--- src/verilog/pci_bridge_macros.svh ---
`ifndef PCI_BRIDGE_MACROS_SVH
`define PCI_BRIDGE_MACROS_SVH

// Low PCI address bits passed through to the AXI window
`define PCI_WIN_ADDR_BITS 24

// AXI base of the BAR0 window
`define PCI_WIN_BASE 32'h4000_0000

// Identity word, read back from register 0
`define PCI_REG_ID 32'h5043_4931

`define PCI_REG_WORDS 4

`endif
--- src/verilog/pci_bridge_pkg.sv ---
`default_nettype none

package pci_bridge_pkg;

	// PCI and AXI address
	typedef logic [31:0] addr_t;

	typedef logic [31:0] data_t;

	// Byte enables, active high
	typedef logic [3:0] be_t;

	// AXI response code
	typedef logic [1:0] axi_resp_t;

	localparam axi_resp_t AXI_OKAY = 2'b00;

	// Which responder owns the current access
	typedef enum logic [1:0] {
		sel_none,
		sel_window,
		sel_local
	} tgt_sel_t;

endpackage

`default_nettype wire

--- src/verilog/target_if.sv ---
`default_nettype none
`timescale 1ns/1ns

// Request from the combiner to one responder
interface target_req_if;
	import pci_bridge_pkg::*;

	addr_t addr;
	data_t wdata;
	be_t   be;
	logic  write;
	logic  req;

	modport master (output addr, wdata, be, write, req);
	modport slave (input addr, wdata, be, write, req);
endinterface

// Completion from a responder back to the combiner
interface target_rsp_if;
	import pci_bridge_pkg::*;

	data_t rdata;
	logic  done;
	logic  err;

	modport master (input rdata, done, err);
	modport slave (output rdata, done, err);
endinterface

`default_nettype wire

--- src/verilog/pci_target_bridge.sv ---
`default_nettype none
`timescale 1ns/1ns

module pci_target_bridge (
	input  wire                       clk,
	input  wire                       rst_n,

	// PCI core target side
	input  pci_bridge_pkg::addr_t     addr,
	input  pci_bridge_pkg::data_t     adio_out,
	input  wire                       addr_vld,
	input  wire [7:0]                 base_hit,
	input  wire                       s_wrdn,
	input  wire                       s_data_vld,
	input  wire [3:0]                 s_cbe,
	output pci_bridge_pkg::data_t     adio_in,
	output logic                      s_ready,
	output logic                      s_term,
	output logic                      s_abort,

	// AXI-lite master for the BAR0 window
	output pci_bridge_pkg::addr_t     m_awaddr,
	output logic                      m_awvalid,
	input  wire                       m_awready,
	output pci_bridge_pkg::data_t     m_wdata,
	output pci_bridge_pkg::be_t       m_wstrb,
	output logic                      m_wvalid,
	input  wire                       m_wready,
	input  pci_bridge_pkg::axi_resp_t m_bresp,
	input  wire                       m_bvalid,
	output logic                      m_bready,
	output pci_bridge_pkg::addr_t     m_araddr,
	output logic                      m_arvalid,
	input  wire                       m_arready,
	input  pci_bridge_pkg::data_t     m_rdata,
	input  pci_bridge_pkg::axi_resp_t m_rresp,
	input  wire                       m_rvalid,
	output logic                      m_rready
);

	target_req_if win_req ();
	target_rsp_if win_rsp ();
	target_req_if loc_req ();
	target_rsp_if loc_rsp ();

	target_response_mux target_response_mux_i (
		.clk        (clk),
		.rst_n      (rst_n),
		.addr       (addr),
		.adio_out   (adio_out),
		.addr_vld   (addr_vld),
		.base_hit   (base_hit),
		.s_wrdn     (s_wrdn),
		.s_data_vld (s_data_vld),
		.s_cbe      (s_cbe),
		.adio_in    (adio_in),
		.s_ready    (s_ready),
		.s_term     (s_term),
		.s_abort    (s_abort),
		.win_req    (win_req.master),
		.win_rsp    (win_rsp.master),
		.loc_req    (loc_req.master),
		.loc_rsp    (loc_rsp.master)
	);

	axi_window_master axi_window_master_i (
		.clk       (clk),
		.rst_n     (rst_n),
		.req       (win_req.slave),
		.rsp       (win_rsp.slave),
		.m_awaddr  (m_awaddr),
		.m_awvalid (m_awvalid),
		.m_awready (m_awready),
		.m_wdata   (m_wdata),
		.m_wstrb   (m_wstrb),
		.m_wvalid  (m_wvalid),
		.m_wready  (m_wready),
		.m_bresp   (m_bresp),
		.m_bvalid  (m_bvalid),
		.m_bready  (m_bready),
		.m_araddr  (m_araddr),
		.m_arvalid (m_arvalid),
		.m_arready (m_arready),
		.m_rdata   (m_rdata),
		.m_rresp   (m_rresp),
		.m_rvalid  (m_rvalid),
		.m_rready  (m_rready)
	);

	local_reg_file local_reg_file_i (
		.clk   (clk),
		.rst_n (rst_n),
		.req   (loc_req.slave),
		.rsp   (loc_rsp.slave)
	);

endmodule

`default_nettype wire

--- src/verilog/target_response_mux.sv ---
`default_nettype none
`timescale 1ns/1ns

module target_response_mux (
	input  wire                   clk,
	input  wire                   rst_n,

	input  pci_bridge_pkg::addr_t addr,
	input  pci_bridge_pkg::data_t adio_out,
	input  wire                   addr_vld,
	input  wire [7:0]             base_hit,
	input  wire                   s_wrdn,
	input  wire                   s_data_vld,
	input  wire [3:0]             s_cbe,
	output pci_bridge_pkg::data_t adio_in,
	output logic                  s_ready,
	output logic                  s_term,
	output logic                  s_abort,

	target_req_if.master          win_req,
	target_rsp_if.master          win_rsp,
	target_req_if.master          loc_req,
	target_rsp_if.master          loc_rsp
);
	import pci_bridge_pkg::*;

	typedef enum logic [1:0] {
		st_idle,
		st_wait_data,
		st_busy,
		st_finish
	} state_t;

	state_t   state_q;
	tgt_sel_t sel_q;
	logic     req_q;
	logic     claim;
	addr_t    addr_q;
	data_t    wdata_q;
	be_t      be_q;
	logic     write_q;
	data_t    rdata_q;
	logic     err_q;
	logic     sel_done;
	data_t    sel_rdata;
	logic     sel_err;

	// Only BAR0 and BAR1 belong to this bridge
	assign claim = addr_vld && (base_hit[0] || base_hit[1]);

	assign win_req.addr  = addr_q;
	assign win_req.wdata = wdata_q;
	assign win_req.be    = be_q;
	assign win_req.write = write_q;
	assign win_req.req   = req_q && sel_q == sel_window;

	assign loc_req.addr  = addr_q;
	assign loc_req.wdata = wdata_q;
	assign loc_req.be    = be_q;
	assign loc_req.write = write_q;
	assign loc_req.req   = req_q && sel_q == sel_local;

	always_comb begin
		sel_done  = 1'b0;
		sel_rdata = '0;
		sel_err   = 1'b0;
		case (sel_q)
			sel_window: begin
				sel_done  = win_rsp.done;
				sel_rdata = win_rsp.rdata;
				sel_err   = win_rsp.err;
			end
			sel_local: begin
				sel_done  = loc_rsp.done;
				sel_rdata = loc_rsp.rdata;
				sel_err   = loc_rsp.err;
			end
			default: ;
		endcase
	end

	// Ready doubles as the write data handshake
	assign s_ready = (state_q == st_wait_data) || (state_q == st_finish && !err_q);
	assign s_term  = state_q == st_finish;
	assign s_abort = state_q == st_finish && err_q;
	assign adio_in = rdata_q;

	always_ff @(posedge clk or negedge rst_n) begin
		if (!rst_n) begin
			state_q <= st_idle;
			sel_q   <= sel_none;
			req_q   <= 1'b0;
		end else begin
			req_q <= 1'b0;
			case (state_q)
				st_idle: begin
					if (claim) begin
						sel_q <= base_hit[0] ? sel_window : sel_local;
						if (s_wrdn) begin
							state_q <= st_wait_data;
						end else begin
							state_q <= st_busy;
							req_q   <= 1'b1;
						end
					end
				end
				st_wait_data: begin
					if (s_data_vld) begin
						state_q <= st_busy;
						req_q   <= 1'b1;
					end
				end
				st_busy: begin
					if (sel_done)
						state_q <= st_finish;
				end
				st_finish: begin
					state_q <= st_idle;
					sel_q   <= sel_none;
				end
				default: state_q <= st_idle;
			endcase
		end
	end

	always_ff @(posedge clk) begin
		if (state_q == st_idle && claim) begin
			addr_q  <= addr;
			write_q <= s_wrdn;
			be_q    <= '1;
		end
		// Core byte enables are active low
		if (state_q == st_wait_data && s_data_vld) begin
			wdata_q <= adio_out;
			be_q    <= ~s_cbe;
		end
		if (state_q == st_busy && sel_done) begin
			rdata_q <= sel_rdata;
			err_q   <= sel_err;
		end
	end

	assert property (@(posedge clk) disable iff (!rst_n)
		win_rsp.done |-> sel_q == sel_window && state_q == st_busy);
	assert property (@(posedge clk) disable iff (!rst_n)
		loc_rsp.done |-> sel_q == sel_local && state_q == st_busy);

endmodule

`default_nettype wire

--- src/verilog/local_reg_file.sv ---
`default_nettype none
`timescale 1ns/1ns

`include "pci_bridge_macros.svh"

module local_reg_file (
	input  wire         clk,
	input  wire         rst_n,

	target_req_if.slave req,
	target_rsp_if.slave rsp
);
	import pci_bridge_pkg::*;

	localparam int IDX_BITS = $clog2(`PCI_REG_WORDS);

	data_t               regs_q [1:`PCI_REG_WORDS-1];
	logic [IDX_BITS-1:0] word_idx;
	logic                out_of_bank;
	data_t               read_word;
	logic                done_q;
	data_t               rdata_q;
	logic                err_q;

	assign word_idx    = req.addr[IDX_BITS+1:2];
	assign out_of_bank = |(req.addr >> (IDX_BITS + 2));

	// Word 0 is the fixed identity
	assign read_word = out_of_bank ? '0 :
		(word_idx == '0) ? `PCI_REG_ID : regs_q[word_idx];

	assign rsp.done  = done_q;
	assign rsp.rdata = rdata_q;
	assign rsp.err   = err_q;

	always_ff @(posedge clk or negedge rst_n) begin
		if (!rst_n) begin
			done_q <= 1'b0;
			for (int i = 1; i < `PCI_REG_WORDS; i++)
				regs_q[i] <= '0;
		end else begin
			done_q <= req.req;
			if (req.req && req.write && !out_of_bank && word_idx != '0) begin
				for (int b = 0; b < 4; b++)
					if (req.be[b])
						regs_q[word_idx][8*b +: 8] <= req.wdata[8*b +: 8];
			end
		end
	end

	always_ff @(posedge clk) begin
		if (req.req) begin
			rdata_q <= read_word;
			err_q   <= out_of_bank || (req.write && word_idx == '0);
		end
	end

	// Combiner never issues back to back requests here
	assert property (@(posedge clk) disable iff (!rst_n)
		req.req |=> !req.req);

endmodule

`default_nettype wire

--- src/verilog/axi_window_master.sv ---
`default_nettype none
`timescale 1ns/1ns

`include "pci_bridge_macros.svh"

module axi_window_master (
	input  wire                       clk,
	input  wire                       rst_n,

	target_req_if.slave               req,
	target_rsp_if.slave               rsp,

	output pci_bridge_pkg::addr_t     m_awaddr,
	output logic                      m_awvalid,
	input  wire                       m_awready,

	output pci_bridge_pkg::data_t     m_wdata,
	output pci_bridge_pkg::be_t       m_wstrb,
	output logic                      m_wvalid,
	input  wire                       m_wready,

	input  pci_bridge_pkg::axi_resp_t m_bresp,
	input  wire                       m_bvalid,
	output logic                      m_bready,

	output pci_bridge_pkg::addr_t     m_araddr,
	output logic                      m_arvalid,
	input  wire                       m_arready,

	input  pci_bridge_pkg::data_t     m_rdata,
	input  pci_bridge_pkg::axi_resp_t m_rresp,
	input  wire                       m_rvalid,
	output logic                      m_rready
);
	import pci_bridge_pkg::*;

	typedef enum logic [2:0] {
		st_idle,
		st_write,
		st_bresp,
		st_raddr,
		st_rdata
	} state_t;

	state_t state_q;
	logic   awvalid_q;
	logic   wvalid_q;
	logic   arvalid_q;
	addr_t  win_addr;

	// Window offset rebased into AXI space
	assign win_addr = `PCI_WIN_BASE + addr_t'(req.addr[`PCI_WIN_ADDR_BITS-1:0]);

	// Payload comes straight from the held request
	assign m_awaddr = win_addr;
	assign m_araddr = win_addr;
	assign m_wdata  = req.wdata;
	assign m_wstrb  = req.be;

	assign m_awvalid = awvalid_q;
	assign m_wvalid  = wvalid_q;
	assign m_arvalid = arvalid_q;
	assign m_bready  = state_q == st_bresp;
	assign m_rready  = state_q == st_rdata;

	// Completion in the cycle the response transfers
	assign rsp.done  = (m_bready && m_bvalid) || (m_rready && m_rvalid);
	assign rsp.rdata = m_rdata;
	assign rsp.err   = m_bready ? (m_bresp != AXI_OKAY) : (m_rresp != AXI_OKAY);

	always_ff @(posedge clk or negedge rst_n) begin
		if (!rst_n) begin
			state_q   <= st_idle;
			awvalid_q <= 1'b0;
			wvalid_q  <= 1'b0;
			arvalid_q <= 1'b0;
		end else begin
			case (state_q)
				st_idle: begin
					if (req.req && req.write) begin
						awvalid_q <= 1'b1;
						wvalid_q  <= 1'b1;
						state_q   <= st_write;
					end else if (req.req) begin
						arvalid_q <= 1'b1;
						state_q   <= st_raddr;
					end
				end
				st_write: begin
					// Address and data may be taken in either order
					if (m_awready)
						awvalid_q <= 1'b0;
					if (m_wready)
						wvalid_q <= 1'b0;
					if ((m_awready || !awvalid_q) && (m_wready || !wvalid_q))
						state_q <= st_bresp;
				end
				st_bresp: begin
					if (m_bvalid)
						state_q <= st_idle;
				end
				st_raddr: begin
					if (m_arready) begin
						arvalid_q <= 1'b0;
						state_q   <= st_rdata;
					end
				end
				st_rdata: begin
					if (m_rvalid)
						state_q <= st_idle;
				end
				default: state_q <= st_idle;
			endcase
		end
	end

	// Held payload depends on the combiner keeping the request stable
	assert property (@(posedge clk) disable iff (!rst_n)
		m_awvalid && !m_awready |=> m_awvalid && $stable(m_awaddr));
	assert property (@(posedge clk) disable iff (!rst_n)
		m_wvalid && !m_wready |=> m_wvalid && $stable(m_wdata) && $stable(m_wstrb));
	assert property (@(posedge clk) disable iff (!rst_n)
		m_arvalid && !m_arready |=> m_arvalid && $stable(m_araddr));

endmodule

`default_nettype wire

--- config.mk ---
export PLATFORM = sky130hd
export DESIGN_NAME = pci_target_bridge
export DESIGN_NICKNAME = d
export VERILOG_FILES = /design/src/verilog/pci_bridge_pkg.sv /design/src/verilog/target_if.sv /design/src/verilog/pci_target_bridge.sv /design/src/verilog/target_response_mux.sv /design/src/verilog/local_reg_file.sv /design/src/verilog/axi_window_master.sv
export VERILOG_INCLUDE_DIRS = /design/src /design/src/verilog
export SDC_FILE = /design/constraint.sdc
export NUM_CORES = 1
export LEC_CHECK = 0
export BUFFER_PORTS_ARGS = -buffer_cell sky130_fd_sc_hd__buf_4
export CAP_MARGIN = 20
export CORE_ASPECT_RATIO = 1.2
export CORE_MARGIN = 3
export CORE_UTILIZATION = 48
export DETAILED_ROUTE_END_ITERATION = 10
export PLACE_DENSITY = 0.85
export SETUP_SLACK_MARGIN = 0.3
export SKIP_CTS_REPAIR_TIMING = 1
export SLEW_MARGIN = 10
export SYNTH_ARGS = -nofsm -noshare
export SYNTH_HDL_FRONTEND = slang
export SYNTH_SLANG_ARGS = --single-unit
export TNS_END_PERCENT = 1
--- constraint.sdc ---
create_clock -name clk -period 3.8 [get_ports clk]
set_input_delay 0.38 -clock clk [delete_from_list [all_inputs] [get_ports clk]]
set_output_delay 0.38 -clock clk [all_outputs]
set_load 0.1 [all_outputs]
* Word-level counts from Yosys, hierarchy flattened
Index checks and enable logic that the tools add are counted.
W data, S select, Z words.
** Operators by class
- Reduce and logical (&&, ||, !) cells :: 45
- $add $sub $neg :: 1
- Order comparisons :: 2
- Multiplexer cells :: 57
- Eq/ne operators :: 22
- Bitwise logic cells :: 2
** Operator list (count)
- $mux W96 :: 7
- $bwmux W96 :: 4
- $demux W32 S2 :: 4
- $mux W32 :: 3
- $bmux W32 S2 :: 1
- $pmux W32 S2 :: 1
- $add A31 B24 Y32 const A :: 1
- $mux W31 :: 1
- $reduce_or A29 Y1 :: 1
- $reduce_or A28 Y1 :: 1
- $mux W24 :: 1
- $mux W3 :: 6
- $logic_and A1 B1 Y1 :: 17
- $mux W16 :: 1
- $pmux W3 S5 :: 1
- $ne A2 B2 Y1 const B :: 7
- $reduce_bool A2 Y1 :: 7
- $mux W2 :: 6
- $pmux W1 S2 :: 6
- $mux W1 :: 10
- $ne A2 B1 Y1 const B :: 5
- $reduce_and A3 Y1 :: 3
- $mux W4 :: 2
- $mux W8 :: 1
- other kinds (19) :: 32
** Storage, ports and cells
- Word-level logic and storage cells :: 149
- Flip-flop bits (word level) :: 243
- Output and inout port bits :: 140

* Depth between registers and ports, before layout
Gate-level depths: netlist of the first run.
- Depth after elaboration :: 16
- Gate-level depth with buffers :: 7
- Gate-level depth less buffers :: 6

* Cells and area by module
From an unflattened synthesis of the first run, not the netlist that was laid out.
** Unflattened totals
- Cells, all modules :: 843
- Area, all modules :: 11439.7 um^2
** Modules (own cells, without submodules)
- local_reg_file :: seq. area each 3418.3 um^2, instances 1, area an instance 5631.7 um^2, cells each 372
- target_response_mux :: seq. area each 3188.1 um^2, instances 1, area an instance 4460.5 um^2, cells each 299
- axi_window_master :: seq. area each 150.1 um^2, instances 1, area an instance 1347.5 um^2, cells each 172

* Worst setup path after synthesis of the first run
Ideal clock, no wire load.
- Kind :: register -> register
- Start :: register target_response_mux_i.sel_q[1]
- End :: register target_response_mux_i.rdata_q[0] (netlist: target_response_mux_i.adio_in[0]), enable pin
- Stages on the path, launching flop included :: 7
- Data arrival time :: 3.555 ns
- Path buffers :: 1
- Required time :: 3.326 ns
- Slack :: -0.228 ns
- Period minus slack after synthesis :: 4.028 ns
- Library setup time :: 0.474 ns
- Cell sequence :: dfrtp_1 -> inv_1 -> ha_1 -> clkbuf_1 -> inv_1 -> a211o_1 -> a211oi_1
** Between the ends
- Longest elaborated chain between the ends :: 3
- Elaborated cells on any way between the ends :: 4
- Those cells by class :: eq/ne: 2; mux: 1; reduce/logical: 1
** RTL lines
- from (decl) :: RTL line target_response_mux.sv:35 : tgt_sel_t sel_q;
- from (signal assigned) :: RTL line target_response_mux.sv:91 : sel_q <= sel_none;
- from (signal assigned) :: RTL line target_response_mux.sv:98 : sel_q <= base_hit[0] ? sel_window : sel_local;
- from (signal assigned) :: RTL line target_response_mux.sv:119 : sel_q <= sel_none;
- $eq A2 B2 Y1 or $eq A2 B1 Y1 (tied branches) :: RTL line target_response_mux.sv:67 : case (sel_q)
- $pmux W1 S2 (*) :: RTL line target_response_mux.sv:67
- $logic_and A1 B1 Y1 (*) :: RTL line target_response_mux.sv:137 : if (state_q == st_busy && sel_done) begin
- to (signal assigned) :: RTL line target_response_mux.sv:138 : rdata_q <= sel_rdata;
- to (decl) :: RTL line target_response_mux.sv:42 : data_t rdata_q;
Mark *: on every way between the ends. The rest lies on a longest branch, timed or not.
A chain may end at the register's enable or synchronous reset.

* Final worst setup path of the first run
- Start :: register target_response_mux_i.addr_q[5] (netlist: target_response_mux_i.loc_req.addr[5])
- End :: register local_reg_file_i.regs_q[61] (netlist name)
** Between the ends
- Longest elaborated chain between the ends :: 4
** RTL lines
- from (decl) :: RTL line target_response_mux.sv:38 : addr_t addr_q;
- from (signal assigned) :: RTL line target_response_mux.sv:128 : addr_q <= addr;
- $reduce_or A28 Y1 :: RTL line local_reg_file.sv:26 : assign out_of_bank = |(req.addr >> (IDX_BITS + 2));
- $logic_not A1 Y1 :: RTL line local_reg_file.sv:43 : if (req.req && req.write && !out_of_bank && word_idx != '0) begin
- $logic_and A1 B1 Y1 (2 in series) :: RTL line local_reg_file.sv:43
- to (signal, indexed assignment) :: RTL line local_reg_file.sv:46 : regs_q[word_idx][8*b +: 8] <= req.wdata[8*b +: 8];
- to (decl) :: RTL line local_reg_file.sv:17 : data_t regs_q [1:`PCI_REG_WORDS-1];
No other way between the ends.

==> key figures, run 1 <==
Synthesis
  – Post-Synth Simple-Gate Area: 0.07370
  – Synth warn: 0
  – Mean Syn Cell Area: 14.34 µm²
  – Proportion of synthesized area in mux cells: 0.1406
  – Synth Area in XOR/XNOR: 0
  – Post-synth top flop: edfxtp_1
  – Synth Area in Compound Gates: 0.06519
  – Largest family of logic cells by synthesized area: multiplexers
  – Post-Synth Adder-Cell Area: 0.007190
  – Yosys cell types: 43
  – Post-Syn Instances: 728
  – Post-Syn Area: 10440 µm²
  – FF+latch count, synth: 243
  – Sequential share of the synthesized area: 0.6471
  – EDFF count, synth: 135
  – Async S/R FF share, synth: 0.4444

Route
  – Final WL: 23770 µm
  – Final ANT Viol Nets: 0
  – First-pass DRT Iterations: 7
  – Vias per cell: 5.383
  – # DRC: 0
  – Detailed Route Iter0 Violations: 454
  – WL per Instance: 19.63 µm
  – Vias: 6519

Run status
  – Status: finished, final reports clean

Critical path
  – CP delay by family, top: simple AND/OR/NAND/NOR gates
  – WP buf/inv: 1
  – Critical Path End Type: flip-flop
  – Startpoint types: flip-flop
  – Req. time, crit path: 4.20 ns
  – Crit-path max FO: 8
  – Arr. time, crit path: 3.13 ns
  – CP max-delay cell: nand4_1
  – Setup CP Type: flip-flop to flip-flop
  – CP max stage delay: 0.52 ns
  – Critical path cell sequence: nor4_1 > nand4_1 > buf_4 > nor3_4 > mux2_2

Clocking
  – CTS tree: yes
  – CTS clock-pin slew for the worst setup and hold paths: 0.06 ns
  – Clock buffer depth: 3
  – Cts bufs inserted: 25
  – Clk sink count: 243
  – Later-pin clock latency in the skew report: 0.52 ns
  – Clk Tree Root Cell: clkbuf_16
  – H-tree Lvls: 1

GRT
  – Tot GR Track Use: 0.1953
  – Largest net degree at the start of global routing: 89
  – Vias in the first global route: 6587
  – Grt ovf: 0
  – First-pass GRT wire length: 36760 µm
  – Initial antenna violation count: 0

Timing
  – Final Hold Viols: 0
  – Slew headroom: 0.4543
  – Least-Margin Pin Slew: 0.8185 ns
  – Slew Limit Fails: 0
  – # setup viols final: 0
  – Final worst-path cycle share: 0.7193
  – Final min period: 2.733 ns
  – RSZ-0062 raised after global routing: false
  – Setup Total Neg Slack: 0 ns
  – Fmax: 365.8 MHz
  – Clk_skew: 0.01412 ns

Die
  – Core area: 21190 µm²
  – Row count: 58
  – Io pins: 262
  – Die Width: 140.6 µm
  – Starting density of the core: 0.4927
  – Die area: 23570 µm²
  – Vert. Die Dim: 167.6 µm

Power
  – Total power: 8.158 mW
  – Pleak: 5.698 nW
  – Reg power frac: 0.394
  – VDD IR-drop max: 0.4909 mV
  – NetSw: 3.019 mW
  – Internal power: 5.139 mW
  – Power Density: 627.0 nW/µm²
  – Net Sw Frac: 0.3701
  – Clk pwr share: 0.312
  – Logic pwr share: 0.294

Layout
  – Antenna cells: 0
  – Final core utilization: 0.6140
  – Design area: 13010 µm²
  – Share of cells above drive strength 1: 0.4538
  – Layout net count: 1051
  – Commonest non-fill, non-tap cell in the layout: buf_4
  – Non-filler instance count after layout: 1211
  – Commonest cells after routing, fill and taps aside: 251 x buf_4, 135 x edfxtp_1, 117 x mux2_2
  – Area Overhead vs Synth: 24.60%
  – Fillers: 1575

Placement
  – DP Area: 12130 µm²
  – Placed cell count: 1165
  – Routability cong.: 0.8911
  – Post-detail-place hpwl: 16560 µm
  – Port bufs: 239

Run
  – MaxCap Viol Count: 0

Hold path
  – Min-Delay Path Class: input pin to flip-flop
==> area by class of cell <==
type | instances | area [µm²] | area share
Sequential cell | 243 | 6756 | 0.5193
Clock buffer | 33 | 726.9 | 0.05588
Multi-Input combinational cell | 385 | 3068 | 0.2358
Inverter | 14 | 52.55 | 0.004039
Tap cell | 270 | 337.8 | 0.02597
Clock inverter | 12 | 142.6 | 0.01096
Timing Repair Buffer | 254 | 1926 | 0.1480
==> stage by stage <==
stage | hold slack, ns | worst slack (ns)
after CTS | 0.02232 | 1.063
after floorplan | 0.08441 | 0.2688
after detailed placement | 0.4924 | 1.068
final | 0.03873 | 1.067
after global routing | 0.02282 | 0.9152
after global placement | 0.4835 | 1.099
==> cell families after synthesis <==
logic type / count (synthesis)
AOI/OAI and AO/OA: 93
and+or+nand+nor: 138
adders and majority gates: 6
DFF: 243
buffers and inverters: 114
other: 2
muxes: 132
==> synthesized netlist by cell type (4+ instances only) <==
library cell,n,area share
inv_1,14,0.0050
a22oi_1,53,0.038
clkbuf_1,24,0.0086
edfxtp_1,135,0.39
nand4b_1,4,0.0034
buf_4,65,0.047
a211oi_1,13,0.0093
a21oi_1,4,0.0019
o21ai_0,7,0.0034
ha_1,6,0.0072
and2_1,6,0.0036
buf_1,6,0.0022
nand4_1,8,0.0048
dfrtp_1,108,0.26
buf_2,4,0.0019
nor3_4,10,0.016
nand2_1,16,0.0058
mux2i_1,15,0.014
nor4_1,7,0.0042
nand3_1,4,0.0019
nor2_1,69,0.025
mux2_2,117,0.13
==> power by group through the flow <==
stage | clock network [mW] | logic, mW | registers [mW]
floorplan | 0 | 1.50 | 3.64
global placement | 0 | 2.36 | 3.25
detailed placement | 0 | 2.40 | 3.26
CTS | 2.59 | 2.41 | 3.21
global route | 2.71 | 2.53 | 3.23
finish | 2.55 | 2.40 | 3.21
==> final timing paths <==
check / from / endpoint / slack (ns) / cells after the start
worst min register to register: local_reg_file_i.regs_q[18] / local_reg_file_i.regs_q[18] / 0.50 / 1
worst max-delay path: target_response_mux_i.loc_req.addr[5] / local_reg_file_i.regs_q[61] / 1.07 / 5
worst max register to register: target_response_mux_i.loc_req.addr[5] / local_reg_file_i.regs_q[61] / 1.07 / 5
min in group asynchronous: rst_n / axi_window_master_i.m_wvalid / 0.51 / 2
worst min-delay path: adio_out[23] / target_response_mux_i.loc_req.wdata[23] / 0.04 / 1
max in group asynchronous: rst_n / local_reg_file_i.regs_q[32] / 2.50 / 3
==> routing by layer <==
layer  wire (µm)  global-route usage
met5           0                   0
met2       11820              0.3227
met3        1455             0.02771
met1        9436              0.2575
met4        1053             0.08723
==> flip-flops by register name, summed over array words and instances, names as in the netlist, 2 cells and up <==
name,count
target_response_mux_i.sel_q,2
axi_window_master_i.state_q,3
target_response_mux_i.loc_req.addr,32
local_reg_file_i.rsp.rdata,32
target_response_mux_i.adio_in,32
target_response_mux_i.state_q,2
target_response_mux_i.loc_req.wdata,32
target_response_mux_i.loc_req.be,4
local_reg_file_i.regs_q,96
Power figures use the tool's default switching activity.
==> run 2, diff against run 1 <==
==> constraint.sdc (replaced) <==
create_clock -name clk -period 2.25 [get_ports clk]
set_input_delay 0.225 -clock clk [delete_from_list [all_inputs] [get_ports clk]]
set_output_delay 0.225 -clock clk [all_outputs]
set_load 0.1 [all_outputs]
==> key figures, run 2 (synthesized netlist as in run 1, its figures left out) <==
Run status
  – Status: complete, but fails checks
  – Failing checks: negative hold slack

Route
  – Vias: 7315
  – Final WL: 28460 µm
  – Vias per cell: 5.563
  – WL per Instance: 21.64 µm
  – Detailed Route Iter0 Violations: 588
  – Final ANT Viol Nets: 0
  – First-pass DRT Iterations: 5
  – # DRC: 0

Placement
  – Port bufs: 239
  – DP Area: 12550 µm²
  – Routability cong.: 0.8576
  – Post-detail-place hpwl: 17580 µm

GRT
  – Initial antenna violation count: 0
  – Vias in the first global route: 6960
  – Tot GR Track Use: 0.2028
  – First-pass GRT wire length: 38250 µm
  – Largest net degree at the start of global routing: 48
  – Grt ovf: 0

Timing
  – RSZ-0062 raised after global routing: true
  – Setup Total Neg Slack: 0 ns
  – Final Hold Viols: 1
  – # setup viols final: 0
  – Clk_skew: 0.01750 ns
  – Slew Limit Fails: 0
  – Final hold slack: -0.005891 ns
  – Slew headroom: 0.5582
  – Final min period: 2.132 ns
  – Least-Margin Pin Slew: 0.6627 ns
  – Final worst-path cycle share: 0.9474
  – Fmax: 469.1 MHz

Layout
  – Antenna cells: 0
  – Fillers: 1367
  – Commonest cells after routing, fill and taps aside: 263 x buf_4, 135 x edfxtp_1, 108 x dfrtp_1
  – Share of cells above drive strength 1: 0.4565
  – Commonest non-fill, non-tap cell in the layout: buf_4
  – Design area: 14500 µm²
  – Area Overhead vs Synth: 38.86%
  – Most flop-heavy register: local_reg_file_i.regs_q
  – Max FFs per register: 96
  – Layout net count: 1155

Clocking
  – Cts bufs inserted: 24
  – H-tree Lvls: 1
  – CTS tree: yes
  – CTS clock-pin slew for the worst setup and hold paths: 0.07 ns
  – Clk sink count: 243
  – Clk Tree Root Cell: clkbuf_16
  – Clock buffer depth: 3
  – Later-pin clock latency in the skew report: 0.52 ns

Critical path
  – Worst R2R End: local_reg_file_i.regs_q[57]
  – Setup CP Type: flip-flop to flip-flop
  – Critical path endpoint: local_reg_file_i.regs_q[57]
  – Critical Path End Type: flip-flop
  – R2r setup slk: 0.12 ns
  – Req. time, crit path: 2.64 ns
  – Cells on worst reg2reg path: 6
  – R2R Path Start: target_response_mux_i.loc_req.addr[22]
  – CP max stage delay: 0.48 ns
  – Critical path cell sequence: nor4_4 > nand3_4 > clkbuf_16 > nor3_4 > buf_12 > mux2_2
  – WP buf/inv: 2
  – Crit-path max FO: 8
  – CP delay by family, top: simple AND/OR/NAND/NOR gates
  – Worst Setup SP: target_response_mux_i.loc_req.addr[22]
  – Arr. time, crit path: 2.53 ns
  – Critical path depth: 6
  – CP max-delay cell: edfxtp_1
  – Startpoint types: flip-flop

Die
  – Row count: 58
  – Starting density of the core: 0.4927
  – Io pins: 262
  – Vert. Die Dim: 167.6 µm
  – Core area: 21190 µm²
  – Die area: 23570 µm²
  – Die Width: 140.6 µm

Hold path
  – Hold depth: 3
  – Min-Delay Path Class: input pin to flip-flop
  – Min-delay src: m_arready

Power
  – Clk pwr share: 0.298
  – NetSw: 5.291 mW
  – Internal power: 8.759 mW
  – Power Density: 969.0 nW/µm²
  – Logic pwr share: 0.317
  – Net Sw Frac: 0.3766
  – VDD IR-drop max: 0.9647 mV
  – Pleak: 6.313 nW
  – Reg power frac: 0.386

Run
  – MaxCap Viol Count: 0
## run 2: how the worst min path moves through the flow
stage,end
2_1_floorplan,axi_window_master_i.m_arvalid
3_3_place_gp,local_reg_file_i.regs_q[90]
3_5_place_dp,local_reg_file_i.regs_q[90]
4_1_cts,local_reg_file_i.regs_q[81]
5_1_grt,axi_window_master_i.state_q[0]
6_report,axi_window_master_i.state_q[0]
## run 2: power groups by stage
stage	Sequential, mW	Clock (mW)	Combinational (mW)
after floorplan	6.15	0	2.57
after global placement	5.44	0	4.15
after detailed placement	5.45	0	4.23
after CTS	5.37	4.20	4.24
after global routing	5.45	4.45	4.67
final	5.42	4.18	4.45
## run 2: tightest hold or removal path: stages
cell	delay (ns)
buf_4	0.08
nand3b_1	0.09
a21oi_1	0.06
## run 2: stage by stage
stage               setup slack (ns)  std cells  total power [mW]    util
floorplan                    -0.1594        742             8.725       -
global placement             0.05338       1194             9.590  0.5922
CTS                       -0.0003579       1238             13.81  0.6316
global route                 0.07386       1315             14.57  0.6842
finish                        0.1183       1315             14.05  0.6842
detailed placement          0.004761       1194             9.680  0.5922
## run 2: layer usage
metal / track usage / wire length [µm] / vias up
met1: 0.2686 / 11100 / 3665
met5: 0 / 0 / -
li1: - / - / 3205
met4: 0.07543 / 916 / 0
met3: 0.02742 / 1918 / 76
met2: 0.3425 / 14520 / 369
## run 2: layout make-up
type,count,area [µm²],area share
clock buffers,32,713.2,0.04919
clock inverters,12,121.4,0.008371
flip-flops and latches,243,6756,0.4660
repair buffers,358,3142,0.2167
well taps,270,337.8,0.02330
multi-input cells,386,3376,0.2328
inverters,14,52.55,0.003624
==> run 3, diff against run 2 <==
--- a/config.mk
+++ b/config.mk
@@ -9,10 +9,10 @@
 export BUFFER_PORTS_ARGS = -buffer_cell sky130_fd_sc_hd__buf_4
 export CAP_MARGIN = 20
 export CORE_ASPECT_RATIO = 1.2
-export CORE_MARGIN = 3
 export CORE_UTILIZATION = 48
 export DETAILED_ROUTE_END_ITERATION = 10
 export PLACE_DENSITY = 0.85
+export REMOVE_ABC_BUFFERS = 1
 export SETUP_SLACK_MARGIN = 0.3
 export SKIP_CTS_REPAIR_TIMING = 1
 export SLEW_MARGIN = 10
==> key figures, run 3 (synthesized netlist as in run 1, its figures left out) <==
Run status
  – Status: finished, final reports clean

Power
  – Pleak: 6.248 nW
  – Power Density: 972.0 nW/µm²
  – VDD IR-drop max: 0.9695 mV

Layout
  – Final core utilization: 0.6823
  – Commonest non-fill, non-tap cell in the layout: buf_4
  – Layout net count: 1155
  – Max FFs per register: 96
  – Commonest cells after routing, fill and taps aside: 267 x buf_4, 135 x edfxtp_1, 108 x dfrtp_1
  – Area Overhead vs Synth: 38.00%
  – Most flop-heavy register: local_reg_file_i.regs_q
  – Share of cells above drive strength 1: 0.4525

Die
  – Die area: 22350 µm²
  – Row count: 58
  – Vert. Die Dim: 163.6 µm
  – Starting density of the core: 0.4944
  – Die Width: 136.6 µm
  – Io pins: 262
  – Core area: 21120 µm²

Route
  – WL per Instance: 20.69 µm
  – Vias: 7126
  – Final WL: 27190 µm
  – First-pass DRT Iterations: 5
  – Final ANT Viol Nets: 0
  – # DRC: 0
  – Detailed Route Iter0 Violations: 414
  – Vias per cell: 5.423

Hold path
  – Min-delay src: m_arready
  – Hold Path End: axi_window_master_i.state_q[0]
  – Hold depth: 3
  – Min-Delay Path Class: input pin to flip-flop

Critical path
  – R2r setup slk: 0.08 ns
  – Critical path cell sequence: nor4_4 > nand4_1 > buf_6 > buf_12 > or2_4 > buf_12 > a211oi_1
  – Arr. time, crit path: 2.45 ns
  – Cells on worst reg2reg path: 7
  – Critical Path End Type: flip-flop
  – CP delay by family, top: simple AND/OR/NAND/NOR gates
  – CP max-delay cell: edfxtp_1
  – R2R Path Start: target_response_mux_i.loc_req.addr[11]
  – Setup CP Type: flip-flop to flip-flop
  – CP max stage delay: 0.48 ns
  – WP buf/inv: 3
  – Startpoint types: flip-flop
  – Worst R2R End: local_reg_file_i.rsp.rdata[8]
  – Req. time, crit path: 2.54 ns
  – Crit-path max FO: 16
  – Most frequent cell on the critical path: buf_12

Run
  – MaxCap Viol Count: 0

Timing
  – Final Hold Viols: 0
  – Setup Total Neg Slack: 0 ns
  – Least-Margin Pin Slew: 0.5876 ns
  – # setup viols final: 0
  – Final worst-path cycle share: 0.9630
  – Slew Limit Fails: 0
  – RSZ-0062 raised after global routing: true
  – Final min period: 2.167 ns
  – Fmax: 461.5 MHz
  – Slew headroom: 0.6082
  – Clk_skew: 0.01094 ns

Clocking
  – Later-pin clock latency in the skew report: 0.51 ns
  – Clk sink count: 243
  – Cts bufs inserted: 23
  – Clock buffer depth: 3
  – H-tree Lvls: 1
  – CTS tree: yes
  – Clk Tree Root Cell: clkbuf_16
  – CTS clock-pin slew for the worst setup and hold paths: 0.06 ns

Placement
  – Post-detail-place hpwl: 16650 µm
  – Port bufs: 239
  – Routability cong.: 0.8632

GRT
  – Grt ovf: 0
  – Largest net degree at the start of global routing: 54
  – Initial antenna violation count: 1
  – Tot GR Track Use: 0.2211
  – First-pass GRT wire length: 37400 µm
  – Vias in the first global route: 6620
[run 3: changes by cell type in the layout (fill, tap and decap cells not counted), sizes merged]
cell,change
clkbuf,-5
buf,+3
clkinvlp,-1
clkinv,-1
diode,+1
bufinv,+3
or2,-1
[run 3: how the worst max path moves through the flow]
stage | startpoint | end | slack, ns | depth (start not counted)
3_5_place_dp | target_response_mux_i.loc_req.addr[14] | local_reg_file_i.rsp.err | -0.0008 | 6
3_3_place_gp | target_response_mux_i.loc_req.addr[6] | local_reg_file_i.rsp.err | -0.01 | 6
6_report | target_response_mux_i.loc_req.addr[11] | local_reg_file_i.rsp.rdata[8] | 0.08 | 7
5_1_grt | target_response_mux_i.loc_req.addr[11] | local_reg_file_i.rsp.rdata[8] | 0.001 | 7
4_1_cts | target_response_mux_i.loc_req.addr[14] | local_reg_file_i.rsp.rdata[30] | -0.10 | 6
2_1_floorplan | target_response_mux_i.loc_req.addr[2] | local_reg_file_i.regs_q[64] | -2.30 | 4
[run 3: power breakdown]
group | switching, mW | internal, mW | total [mW]
Clock | 1.63 | 2.45 | 4.08
Combinational | 3.35 | 1.13 | 4.48
Sequential | 0.306 | 5.13 | 5.44
Total | 5.29 | 8.72 | 14.0
[run 3: per-layer routing]
layer	track usage	routed length [µm]	vias up
met2	0.3754	14340	274
met3	0.02824	1474	49
met1	0.2981	10780	3604
met5	0	0	-
met4	0.05909	594	0
li1	-	-	3199
[run 3: worst reg2reg max path: stages (launching register included)]
cell      delay, ns
edfxtp_1       0.48
nor4_4         0.31
nand4_1        0.14
buf_6          0.16
buf_12         0.13
or2_4          0.27
buf_12         0.16
a211oi_1       0.30
[run 3: metrics by stage]
| step | area [µm²] | power (mW) | setup WS [ns] | cells | hold WS (ns) |
|---|---|---|---|---|---|
| final | 14410 | 14.01 | 0.08330 | 1314 | 0.003329 |
| after floorplan | 9862 | 8.433 | -2.297 | 642 | -0.07059 |
| after CTS | 13270 | 13.79 | -0.1020 | 1230 | -0.3392 |
| after global routing | 14410 | 14.48 | 0.001359 | 1313 | 0.009360 |
| after detailed placement | 12490 | 9.751 | -0.0008182 | 1189 | 0.1870 |
| after global placement | 12490 | 9.647 | -0.009645 | 1189 | 0.1857 |
[run 3: layout make-up]
cell class	count	area, µm²
antenna	1	2.502
clock buffer	28	594.3
tap	270	337.8
fill	1424	6709
inverter	14	52.55
timing repair buffer	360	3136
sequential	243	6756
multi-input combinational	385	3342
clock inverter	13	187.7
